<file path="src/source/power_pkg.sv">
// ----------------------------------------------------------
// shared widths, synchronizer depth and state encodings for
// the always-on sleep/wake subsystem
// import with power_pkg::* inside a module body, or use
// scoped names such as power_pkg::irq_vec_t in port lists
// ----------------------------------------------------------

package power_pkg;

	// number of external interrupt lines that can wake the core
	localparam int num_irq = 4;

	// flop depth of every clock domain crossing chain in the subsystem
	localparam int sync_stages = 2;

	// one bit per interrupt line, used for both the lines and the enable mask
	typedef logic [num_irq-1:0] irq_vec_t;

	// power state machine in power_ctrl
	typedef enum logic [1:0] {
		st_awake        = 2'h0,
		st_enter_asleep = 2'h1,
		st_asleep       = 2'h2,
		st_enter_awake  = 2'h3
	} sleep_state_t;

	// phase of the four-phase request/acknowledge power link
	typedef enum logic [1:0] {
		link_up       = 2'h0,
		link_dropping = 2'h1,
		link_down     = 2'h2,
		link_raising  = 2'h3
	} link_state_t;

endpackage

</file>
<file path="src/source/irq_wake_sync.sv">
// ----------------------------------------------------------
// interrupt input side of the sleep/wake subsystem
// brings the asynchronous irq lines into clk_always_on,
// masks them with the CSR enable bits and reduces them to
// one level-sensitive wake request for a core on WFI
// ----------------------------------------------------------

`timescale 1ns/1ns

module irq_wake_sync (
	input  logic                clk_always_on,
	input  logic                rst_n,
	input  power_pkg::irq_vec_t irq,
	input  power_pkg::irq_vec_t irq_enable,
	output logic                wfi_wakeup_req
);
	import power_pkg::*;

	// ----------------------------------------------------------
	// synchronizer chains
	// ----------------------------------------------------------

	// stage 0 samples the raw lines, the last stage is the one that is safe to use
	irq_vec_t sync_q [sync_stages];

	// synchronized copy of the interrupt lines
	irq_vec_t irq_sync;

	// lines that are both pending and enabled
	irq_vec_t irq_masked;

	// every line gets its own chain, all clocked by the always-on clock,
	// so interrupts are still seen while the core clock is gated off
	always_ff @(posedge clk_always_on or negedge rst_n) begin
		if (!rst_n) begin
			for (int i = 0; i < sync_stages; i++) begin
				sync_q[i] <= '0;
			end
		end else begin
			sync_q[0] <= irq;
			for (int i = 1; i < sync_stages; i++) begin
				sync_q[i] <= sync_q[i-1];
			end
		end
	end

	assign irq_sync = sync_q[sync_stages-1];

	// ----------------------------------------------------------
	// mask and reduce
	// ----------------------------------------------------------

	// the enable mask sits behind the registers, so a CSR write that
	// enables an already pending line raises the request in the same cycle
	assign irq_masked = irq_sync & irq_enable;

	// level request, held for as long as any enabled line stays high
	// the core clears the source through its own handler, not through us
	assign wfi_wakeup_req = |irq_masked;

endmodule

</file>
<file path="src/source/power_ctrl.sv">
// ----------------------------------------------------------
// sleep/wake power state machine for the core
// decides from the CSR permission bits whether a stalled
// core just waits, has its clock gated or has its power
// removed, runs the four-phase power handshake and issues
// a single stall_release pulse when the core may continue
// ----------------------------------------------------------

`timescale 1ns/1ns

module power_ctrl (
	input  logic clk_always_on,
	input  logic rst_n,

	// permission bits from the CSR file
	input  logic allow_clkgate,
	input  logic allow_power_down,
	input  logic allow_sleep_on_block,

	// frontend has gone quiet against the WFI stall
	input  logic frontend_pwrdown_ok,

	// core stall status and wake sources
	input  logic sleeping_on_wfi,
	input  logic sleeping_on_block,
	input  logic wfi_wakeup_req,
	input  logic block_wakeup_req_pulse,

	// synchronized acknowledge from the fabric power controller
	input  logic ack_sync,

	// power request to the fabric, clock enable for the external gate
	output logic pwrup_req,
	output logic clk_en,

	// one cycle pulse that lets the stalled instruction retire
	output logic stall_release
);
	import power_pkg::*;

	sleep_state_t state;

	// level version of the block wakeup pulse
	logic block_wakeup_req;

	// core is stalled on either kind of sleep
	logic sleep_any;

	// a wake source relevant to the current kind of stall is active
	logic active_wake_req;

	// at least one low power mode is allowed for this kind of stall
	logic sleep_permitted;

	assign sleep_any = sleeping_on_wfi || sleeping_on_block;

	// a block stall also wakes on interrupts, a WFI stall only on interrupts
	assign active_wake_req = (sleeping_on_block && (block_wakeup_req || wfi_wakeup_req))
		|| (sleeping_on_wfi && wfi_wakeup_req);

	// blocking only goes to a low power mode when the CSR allows it
	assign sleep_permitted = (allow_power_down || allow_clkgate)
		&& (sleeping_on_wfi || allow_sleep_on_block);

	// ----------------------------------------------------------
	// power state machine
	// ----------------------------------------------------------

	// pwrup_req comes out of reset high, on the assumption that the
	// fabric also holds its acknowledge high through reset
	always_ff @(posedge clk_always_on or negedge rst_n) begin
		if (!rst_n) begin
			state         <= st_awake;
			pwrup_req     <= 1'b1;
			clk_en        <= 1'b1;
			stall_release <= 1'b0;
		end else begin
			// release is a pulse, it only lasts the cycle it is set in
			stall_release <= 1'b0;
			case (state)
				st_awake: begin
					// while the release pulse is out the stall is still visible,
					// the instruction only leaves it at the end of this cycle
					if (sleep_any && !stall_release) begin
						if (active_wake_req) begin
							// wake already pending, so skip the low power states
							stall_release <= 1'b1;
						end else if (sleep_permitted && frontend_pwrdown_ok) begin
							// drop whatever the CSR allows
							pwrup_req <= !allow_power_down;
							clk_en    <= !allow_clkgate;
							if (allow_power_down) begin
								state <= st_enter_asleep;
							end else begin
								state <= st_asleep;
							end
						end
						// otherwise stay stalled at full power, and wait either
						// for the frontend to go quiet or for a wake source
					end
				end
				st_enter_asleep: begin
					// fabric has seen the request fall once the ack goes low
					if (!ack_sync) begin
						state <= st_asleep;
					end
				end
				st_asleep: begin
					if (active_wake_req) begin
						pwrup_req <= 1'b1;
						clk_en    <= 1'b1;
						// a clock-gate-only sleep also passes through here, which
						// gives the gate cell one cycle to restart the core clock
						state     <= st_enter_awake;
					end
				end
				st_enter_awake: begin
					// ack is still high when power was never removed
					if (ack_sync || !allow_power_down) begin
						stall_release <= 1'b1;
						state         <= st_awake;
					end
				end
				default: begin
					state <= st_awake;
				end
			endcase
		end
	end

	// ----------------------------------------------------------
	// sticky block wakeup
	// ----------------------------------------------------------

	// an unblock that comes before the block is remembered, so the next
	// block falls straight through; releasing a block stall consumes it,
	// and a pulse in that same cycle wins over the clear
	always_ff @(posedge clk_always_on or negedge rst_n) begin
		if (!rst_n) begin
			block_wakeup_req <= 1'b0;
		end else if (block_wakeup_req_pulse) begin
			block_wakeup_req <= 1'b1;
		end else if (sleeping_on_block && stall_release) begin
			block_wakeup_req <= 1'b0;
		end
	end

endmodule

</file>
<file path="src/source/power_subsys_top.sv">
// ----------------------------------------------------------
// top level of the always-on sleep/wake subsystem
// connects the interrupt synchronizer, the power state
// machine and the power-up link to the core, CSR and
// fabric ports, with no logic of its own
// ----------------------------------------------------------

`timescale 1ns/1ns

module power_subsys_top (
	input  logic                   clk_always_on,
	input  logic                   rst_n,
	input  power_pkg::irq_vec_t    irq,
	input  power_pkg::irq_vec_t    irq_enable,
	input  logic                   allow_clkgate,
	input  logic                   allow_power_down,
	input  logic                   allow_sleep_on_block,
	input  logic                   frontend_pwrdown_ok,
	input  logic                   sleeping_on_wfi,
	input  logic                   sleeping_on_block,
	input  logic                   block_wakeup_req_pulse,
	input  logic                   pwrup_ack,
	output logic                   pwrup_req,
	output logic                   clk_en,
	output logic                   stall_release,
	output power_pkg::link_state_t link_state
);

	// masked and synchronized interrupt wake request
	logic wfi_wakeup_req;

	// fabric acknowledge, already in the always-on domain
	logic ack_sync;

	irq_wake_sync u_irq_wake_sync (
		.clk_always_on  (clk_always_on),
		.rst_n          (rst_n),
		.irq            (irq),
		.irq_enable     (irq_enable),
		.wfi_wakeup_req (wfi_wakeup_req)
	);

	power_ctrl u_power_ctrl (
		.clk_always_on          (clk_always_on),
		.rst_n                  (rst_n),
		.allow_clkgate          (allow_clkgate),
		.allow_power_down       (allow_power_down),
		.allow_sleep_on_block   (allow_sleep_on_block),
		.frontend_pwrdown_ok    (frontend_pwrdown_ok),
		.sleeping_on_wfi        (sleeping_on_wfi),
		.sleeping_on_block      (sleeping_on_block),
		.wfi_wakeup_req         (wfi_wakeup_req),
		.block_wakeup_req_pulse (block_wakeup_req_pulse),
		.ack_sync               (ack_sync),
		.pwrup_req              (pwrup_req),
		.clk_en                 (clk_en),
		.stall_release          (stall_release)
	);

	// the request goes both out to the fabric and into the link monitor
	pwrup_link u_pwrup_link (
		.clk_always_on (clk_always_on),
		.rst_n         (rst_n),
		.pwrup_req     (pwrup_req),
		.pwrup_ack     (pwrup_ack),
		.ack_sync      (ack_sync),
		.link_state    (link_state)
	);

endmodule

</file>
<file path="src/source/pwrup_link.sv">
// ----------------------------------------------------------
// power-up link side of the sleep/wake subsystem
// synchronizes the fabric's power-up acknowledge into the
// always-on domain and names the current phase of the
// four-phase request/acknowledge exchange
// ----------------------------------------------------------

`timescale 1ns/1ns

module pwrup_link (
	input  logic                   clk_always_on,
	input  logic                   rst_n,
	input  logic                   pwrup_req,
	input  logic                   pwrup_ack,
	output logic                   ack_sync,
	output power_pkg::link_state_t link_state
);
	import power_pkg::*;

	// ----------------------------------------------------------
	// acknowledge synchronizer
	// ----------------------------------------------------------

	// bit 0 samples the asynchronous ack, the top bit feeds power_ctrl
	logic [sync_stages-1:0] ack_q;

	// resets high, as the fabric is taken to be powered up out of reset
	// and power_ctrl holds its request high at the same time
	always_ff @(posedge clk_always_on or negedge rst_n) begin
		if (!rst_n) begin
			ack_q <= '1;
		end else begin
			ack_q[0] <= pwrup_ack;
			for (int i = 1; i < sync_stages; i++) begin
				ack_q[i] <= ack_q[i-1];
			end
		end
	end

	assign ack_sync = ack_q[sync_stages-1];

	// ----------------------------------------------------------
	// link phase
	// ----------------------------------------------------------

	// the request is already in this domain, so the phase follows the
	// request and the synchronized ack with no further delay
	// the phases then run up, dropping, down, raising and back to up
	always_comb begin
		case ({pwrup_req, ack_sync})
			2'b11: begin
				link_state = link_up;
			end
			2'b01: begin
				// request withdrawn, fabric has not answered yet
				link_state = link_dropping;
			end
			2'b00: begin
				link_state = link_down;
			end
			2'b10: begin
				// request back up, fabric still powering on
				link_state = link_raising;
			end
			default: begin
				link_state = link_up;
			end
		endcase
	end

endmodule

</file>
<file path="config.mk">
export PLATFORM = sky130hd
export DESIGN_NAME = power_subsys_top
export DESIGN_NICKNAME = d
export VERILOG_FILES = /design/src/source/power_pkg.sv /design/src/source/irq_wake_sync.sv /design/src/source/power_ctrl.sv /design/src/source/power_subsys_top.sv /design/src/source/pwrup_link.sv
export SDC_FILE = /design/constraint.sdc
export NUM_CORES = 1
export LEC_CHECK = 0
export ABC_AREA = 1
export CORE_MARGIN = 3
export CORE_UTILIZATION = 59
export DETAILED_ROUTE_END_ITERATION = 6
export DONT_BUFFER_PORTS = 1
export PLACE_DENSITY = 0.83
export RECOVER_POWER = 50
export SLEW_MARGIN = 0
export SYNTH_ARGS = -nofsm -noshare
export SYNTH_HDL_FRONTEND = slang
export SYNTH_SLANG_ARGS = --single-unit
</file>
<file path="constraint.sdc">
create_clock -name clk_always_on -period 1.5 [get_ports clk_always_on]
set_input_delay 0.15 -clock clk_always_on [delete_from_list [all_inputs] [get_ports clk_always_on]]
set_output_delay 0.15 -clock clk_always_on [all_outputs]
set_load 0.05 [all_outputs]
</file>
=== Yosys cells after proc, flatten, opt, wreduce, memory -nomap -nowiden ===
Cells that the tools add are included.

* Equality and inequality tests: 12
* Multiplexer cells: 24
* Bitwise logic cells: 1
* Reductions and logical operators: 22

{| class="wikitable"
|+ Operators with widths
! operator !! count
|-
| one-hot mux 2 bit (4 select lines) || 2
|-
| two-way mux 2 bit || 7
|-
| two-way mux 1 bit || 12
|-
| == test 2 bit, second input constant || 4
|-
| != test 2 x 1 -> 1 bit, second input constant || 4
|-
| logical AND 1 bit || 6
|-
| logical OR 1 bit || 6
|-
| one-hot mux 1 bit (2 select lines) || 3
|-
| AND reduction 6 bit || 1
|-
| AND reduction 5 bit || 1
|-
| bitwise AND 4 bit || 1
|-
| == test 2 x 1 -> 1 bit, second input constant || 2
|-
| logical NOT 2 bit || 2
|-
| != test 2 bit, second input constant || 2
|-
| nonzero test 2 bit || 2
|-
| OR reduction 4 bit || 1
|-
| logical NOT 1 bit || 3
|}

* Flip-flop bits (word level): 16
* Input bits: 18
* Output and inout port bits: 5
* Word-level logic and storage cells: 67

=== Depth between registers and ports, before layout ===
* Word-level depth: 8
* Depth in mapped cells: 9
* Mapped depth without buffers: 9

=== By module ===
A second synthesis with hierarchy kept.

* Cell total of the unflattened synthesis: 96
* Area, all modules: 819.5 um2

{| class="wikitable"
|+ Modules (own cells, without submodules)
! module !! times used !! cells each !! area each (um2) !! seq. area each (um2)
|-
| power_ctrl || 1 || 70 || 489.2 || 152.6
|-
| irq_wake_sync || 1 || 17 || 234.0 || 200.2
|-
| pwrup_link || 1 || 9 || 96.3 || 52.6
|}

=== Least setup slack after synthesis ===
OpenSTA, ideal clock, no wires.

* Path kind: register to output
* Start: register u_power_ctrl.pwrup_req
* End: output port link_state[1]
* Arrival time: 1.352 ns
* Data required time: 1.350 ns
* Slack: -0.002 ns
* Stages on the path, launching flop included: 4
* Path buffers: 0
* Cell sequence: dfstp_2 -> inv_1 -> ha_1 -> or2_1

* Cells in the longest elaborated chain, start to end: 2
* Elaborated cells between the ends (all ways): 5
* Those cells by class: 3 x eq/ne; 1 x mux; 1 x reduce/logical

{| class="wikitable"
|+ Ends and longest elaborated chain
! element !! RTL line !! source
|-
| start, declared || power_ctrl.sv:33 || <nowiki>output logic pwrup_req,</nowiki>
|-
| start signal, assigned || power_ctrl.sv:90 || <nowiki>pwrup_req <= !allow_power_down;</nowiki>
|-
| == test 2 bit, or another cell as far along || pwrup_link.sv:50 || <nowiki>case ({pwrup_req, ack_sync})</nowiki>
|-
| one-hot mux 2 bit (4 select lines) (*) || pwrup_link.sv:50 ||
|-
| end, declared || power_subsys_top.sv:26 || <nowiki>output power_pkg::link_state_t link_state</nowiki>
|}

Mark *: on every way between the ends. The rest lies on a longest branch, timed or not.

=== Worst setup path after layout ===
* Start: register u_pwrup_link.ack_q[1]
* End: output port link_state[1]

* Cells in the longest elaborated chain, start to end: 2
* Elaborated cells between the ends (all ways): 5
* Those cells by class: 3 x eq/ne; 1 x mux; 1 x reduce/logical

{| class="wikitable"
|+ Ends and longest elaborated chain
! element !! RTL line !! source
|-
| start, declared || pwrup_link.sv:25 || <nowiki>logic [sync_stages-1:0] ack_q;</nowiki>
|-
| start signal, assigned by index || pwrup_link.sv:35 || <nowiki>ack_q[i] <= ack_q[i-1];</nowiki>
|-
| == test 2 bit, or another cell as far along || pwrup_link.sv:50 ||
|-
| one-hot mux 2 bit (4 select lines) (*) || pwrup_link.sv:50 ||
|}

Marked as above.

==> metrics list <==
- Result of the run: finished, violations left
* Violated checks: setup timing
- Global-route wire length before repair: 3060 um
- The setup check on the worst reg-to-reg path leaves a slack of 0.08 ns.
- Post-route ant nets: 0
* Vertical die dimension: 43.3 um
- The critical path in this run is classified as reg2out.
* Period utilisation layout: 102%
- Final cell utilization of the core: 85.8%
- RSZ-0062 raised after global routing: yes
- Maxcap violations: 0
* Source of the worst hold timing path: sleeping_on_block
- Crit-path slowest cell: sky130_fd_sc_hd__dfstp_2
- Synthesis produced 83 cells.
- Worst-case hold path end point: u_power_ctrl.block_wakeup_req
- Kind of capture point of the worst setup path: output port
* Sequential area share after synthesis: 49.5%
* Transition time at the pin with the least slew margin: 0.678 ns
- Final number of hold-violating endpoints: 0
- Number of distinct library cells after synthesis: 25
- The worst setup path is launched from a flop.
* Cells along the critical path: inv_4 -> ha_4 -> or2_4
* Async set or reset register ratio after synthesis: 100%
* Clock tree root buffer cell: sky130_fd_sc_hd__clkbuf_4
- Post-layout nets: 126
- After detailed routing, the average wire length per cell comes to 17.8 um.
- Count of flip-flops with a built-in enable after synthesis: 0
* Area of the mapped netlist: 820 um^2
- Setup violations remaining at the end of the flow were counted as 1.
- Top FF cell, synth: sky130_fd_sc_hd__dfrtp_1
- The total count of max-transition violations in the final report came to 0.
- Static leakage power: 0.000496 uW
- Dividing the synthesized area by the synthesized cell count gives 9.87 um^2.
* Pin count of the biggest net entering global routing: 17
- For this run, design rule violations remaining after detail routing come to 0.
- Peak fanout along the critical path: 4
* Post-synthesis register bit count: 16
* Clock-pin transition on the worst setup and hold timing paths: 0.10 ns
- For this design, the sink count on the clock tree is 16.
- Worst clock skew on the final layout: 0.00835 ns
- At the worst endpoint, the required time is 1.35 ns.
* Die area: 0.00187 mm^2
* Path depth of the worst reg2reg path: 8
* Post-Place Worst Slack: 0.0903 ns
- Slowest cell delay on critical path: 0.57 ns
* Gr ovfl total: 0
- Input and output buffers added on the ports amount to 0.
* Post-Synthesis Net Count: 107
- Maximum clock frequency: 654 MHz
* Vias after detailed routing: 680
* Shortest period the worst path allows: 1.53 ns
* Clock tree from TritonCTS: yes
- After floorplanning, the core was divided into 12 placement rows.
- Number of H-tree levels: 1
- Share of cells above drive strength 1: 34.7%
* First-pass iteration count of the detailed router: 4
* Aggregate routed wire length: 2050 um
* FF-to-FF End: u_power_ctrl.state[1]
* Setup slack after layout: -0.0284 ns
- Top-Level Pins: 23
- In this run the power density over the cells is 1910 mW/mm^2.
- Die Width: 43.3 um
- Number of global-route vias before repair: 638
- Measured against its own limit, the worst slew margin works out to 54.7%.
* Final weighted congestion of routability-driven global placement: 0.821
- Worst r2r src: u_power_ctrl.state[1]
- Once placement completed, the tool counted placed cells totaling 100.
- The initial antenna violation count was 0.
- Core Footprint: 0.00120 mm^2
- The tightest min-delay check is of the in2reg type.
- The clock passes through at most 2 buffers.
* Number of standard cells in the final layout excluding fillers: 115
- From synthesis to final layout, the design area changed by 25.8%.
- Data arrives at the worst endpoint at 1.38 ns.
* Number of violations reported at the end of detailed-routing iteration 0: 29
- Worst hold path depth: 2
* TritonCTS buffer count: 3
- All-Layer GR Usage: 22.9%
- Via count normalized by instance count: 5.91
- Worst-Skew Late Latency: 0.30 ns
* Number of antenna diodes: 0
* Synth warn: 0
- Detailed placement ended at an HPWL of 1210 um.
- Maximum resistive drop on vdd: 1110 uV
- For this configuration, the core starts out at a cell density of 68.2%.
final cells by class:
class | count | area (um^2)
inverters | 13 | 52.6
multi-input cells | 54 | 384
flip-flops and latches | 16 | 405
well taps | 14 | 17.5
repair buffers | 14 | 135
fillers | 54 | 170
clock buffers | 4 | 36.3
Yosys cell counts (all sizes together), types with 2 or more instances:
library cell	count	area, um^2
or2	3	18.8
inv	11	41.3
o21ai	2	21.3
nor2	4	25.0
dfrtp	12	300
nand3	5	42.5
dfstp	4	105
ha	6	75.1
nand4	4	25.0
clkinv	2	8.75
nand2	25	119
worst max-delay path, delay by kind of cell (launching register included):
family / cells / cell delay [ns]
adders and majority gates: 1 / 0.15
and+or+nand+nor: 1 / 0.32
DFF: 1 / 0.57
buffers and inverters: 1 / 0.05
metrics by stage:
step                      total power (uW)  TNS, ns  cell area, um^2  hold WS, ns
after floorplan                       1300        0              822       -0.146
after global placement                1460        0              875       -0.145
after detailed placement              1510        0              875       -0.145
after CTS                             1870  -0.0272             1000      0.00255
after global routing                  2090   -0.113             1030       0.0178
final                                 1970  -0.0284             1030       0.0293
cell usage in the layout (no fill, tap or decap), types with 2 or more instances in the layout:
cell and instances:
sky130_fd_sc_hd__nand2_4 3, sky130_fd_sc_hd__nand2_1 21, sky130_fd_sc_hd__dfrtp_1 12, sky130_fd_sc_hd__clkbuf_4 3
sky130_fd_sc_hd__nand4_1 4, sky130_fd_sc_hd__dlygate4sd3_1 7, sky130_fd_sc_hd__dfstp_2 4, sky130_fd_sc_hd__nand3_1 3
sky130_fd_sc_hd__nor2_1 2, sky130_fd_sc_hd__inv_1 6, sky130_fd_sc_hd__inv_2 4, sky130_fd_sc_hd__ha_2 2
sky130_fd_sc_hd__or2_1 2, sky130_fd_sc_hd__buf_4 6, sky130_fd_sc_hd__ha_1 3
kinds of logic after synthesis:
family	Yosys count	synth area share (%)
AND/OR/NAND/NOR	41	28.1
adder cells (fa/ha/maj)	6	9.16
AO/OA/AOI/OAI	7	7.18
flip-flops	16	49.5
buffers and inverters	13	6.11
how the worst max path moves through the flow:
stage / start / cells past startpoint / endpoint / slack (ns)
final: u_pwrup_link.ack_q[1] / 3 / link_state[1] / -0.03
after global routing: u_pwrup_link.ack_q[1] / 3 / link_state[1] / -0.07
after CTS: u_pwrup_link.ack_q[1] / 3 / link_state[1] / -0.03
after detailed placement: u_power_ctrl.state[1] / 8 / u_power_ctrl.state[0] / 0.09
after global placement: u_power_ctrl.state[0] / 8 / u_power_ctrl.state[1] / 0.15
after floorplan: u_power_ctrl.pwrup_req / 2 / link_state[0] / 0.03
sequential cells by signal, indices dropped and copies added (netlist names):
name	count
u_irq_wake_sync.irq_sync	4
u_irq_wake_sync.sync_q	4
u_power_ctrl.state	2
u_pwrup_link.ack_q	2
u_power_ctrl.block_wakeup_req	1
u_power_ctrl.clk_en	1
u_power_ctrl.pwrup_req	1
u_power_ctrl.stall_release	1
metal layers:
| layer | global-route usage, % | vias up | share of wire [%] |
|---|---|---|---|
| li1 | - | 298 | - |
| met1 | 27.0 | 313 | 36 |
| met2 | 37.8 | 53 | 48 |
| met3 | 8.90 | 16 | 11 |
| met4 | 7.83 | 0 | 5.3 |
| met5 | 0 | - | 0 |
where the power goes:
part           total, uW  switching (uW)  internal, uW  leakage [uW]
Combinational       1030             644           383      0.000292
Sequential           644             107           536      0.000183
Clock                297             149           148     0.0000210
Total               1970             901          1070      0.000496
timing repair:
action                                 4_1_cts  5_1_grt
cloned                                       0        0
setup endpoints to repair                    2        6
hold buffers                                 7        0
pin swaps                                    1        1
buffers inserted                             1        3
endpoints found under the hold margin       22        0
resized for setup                            1        5
Note: power is estimated with default switching activity, not from simulation.
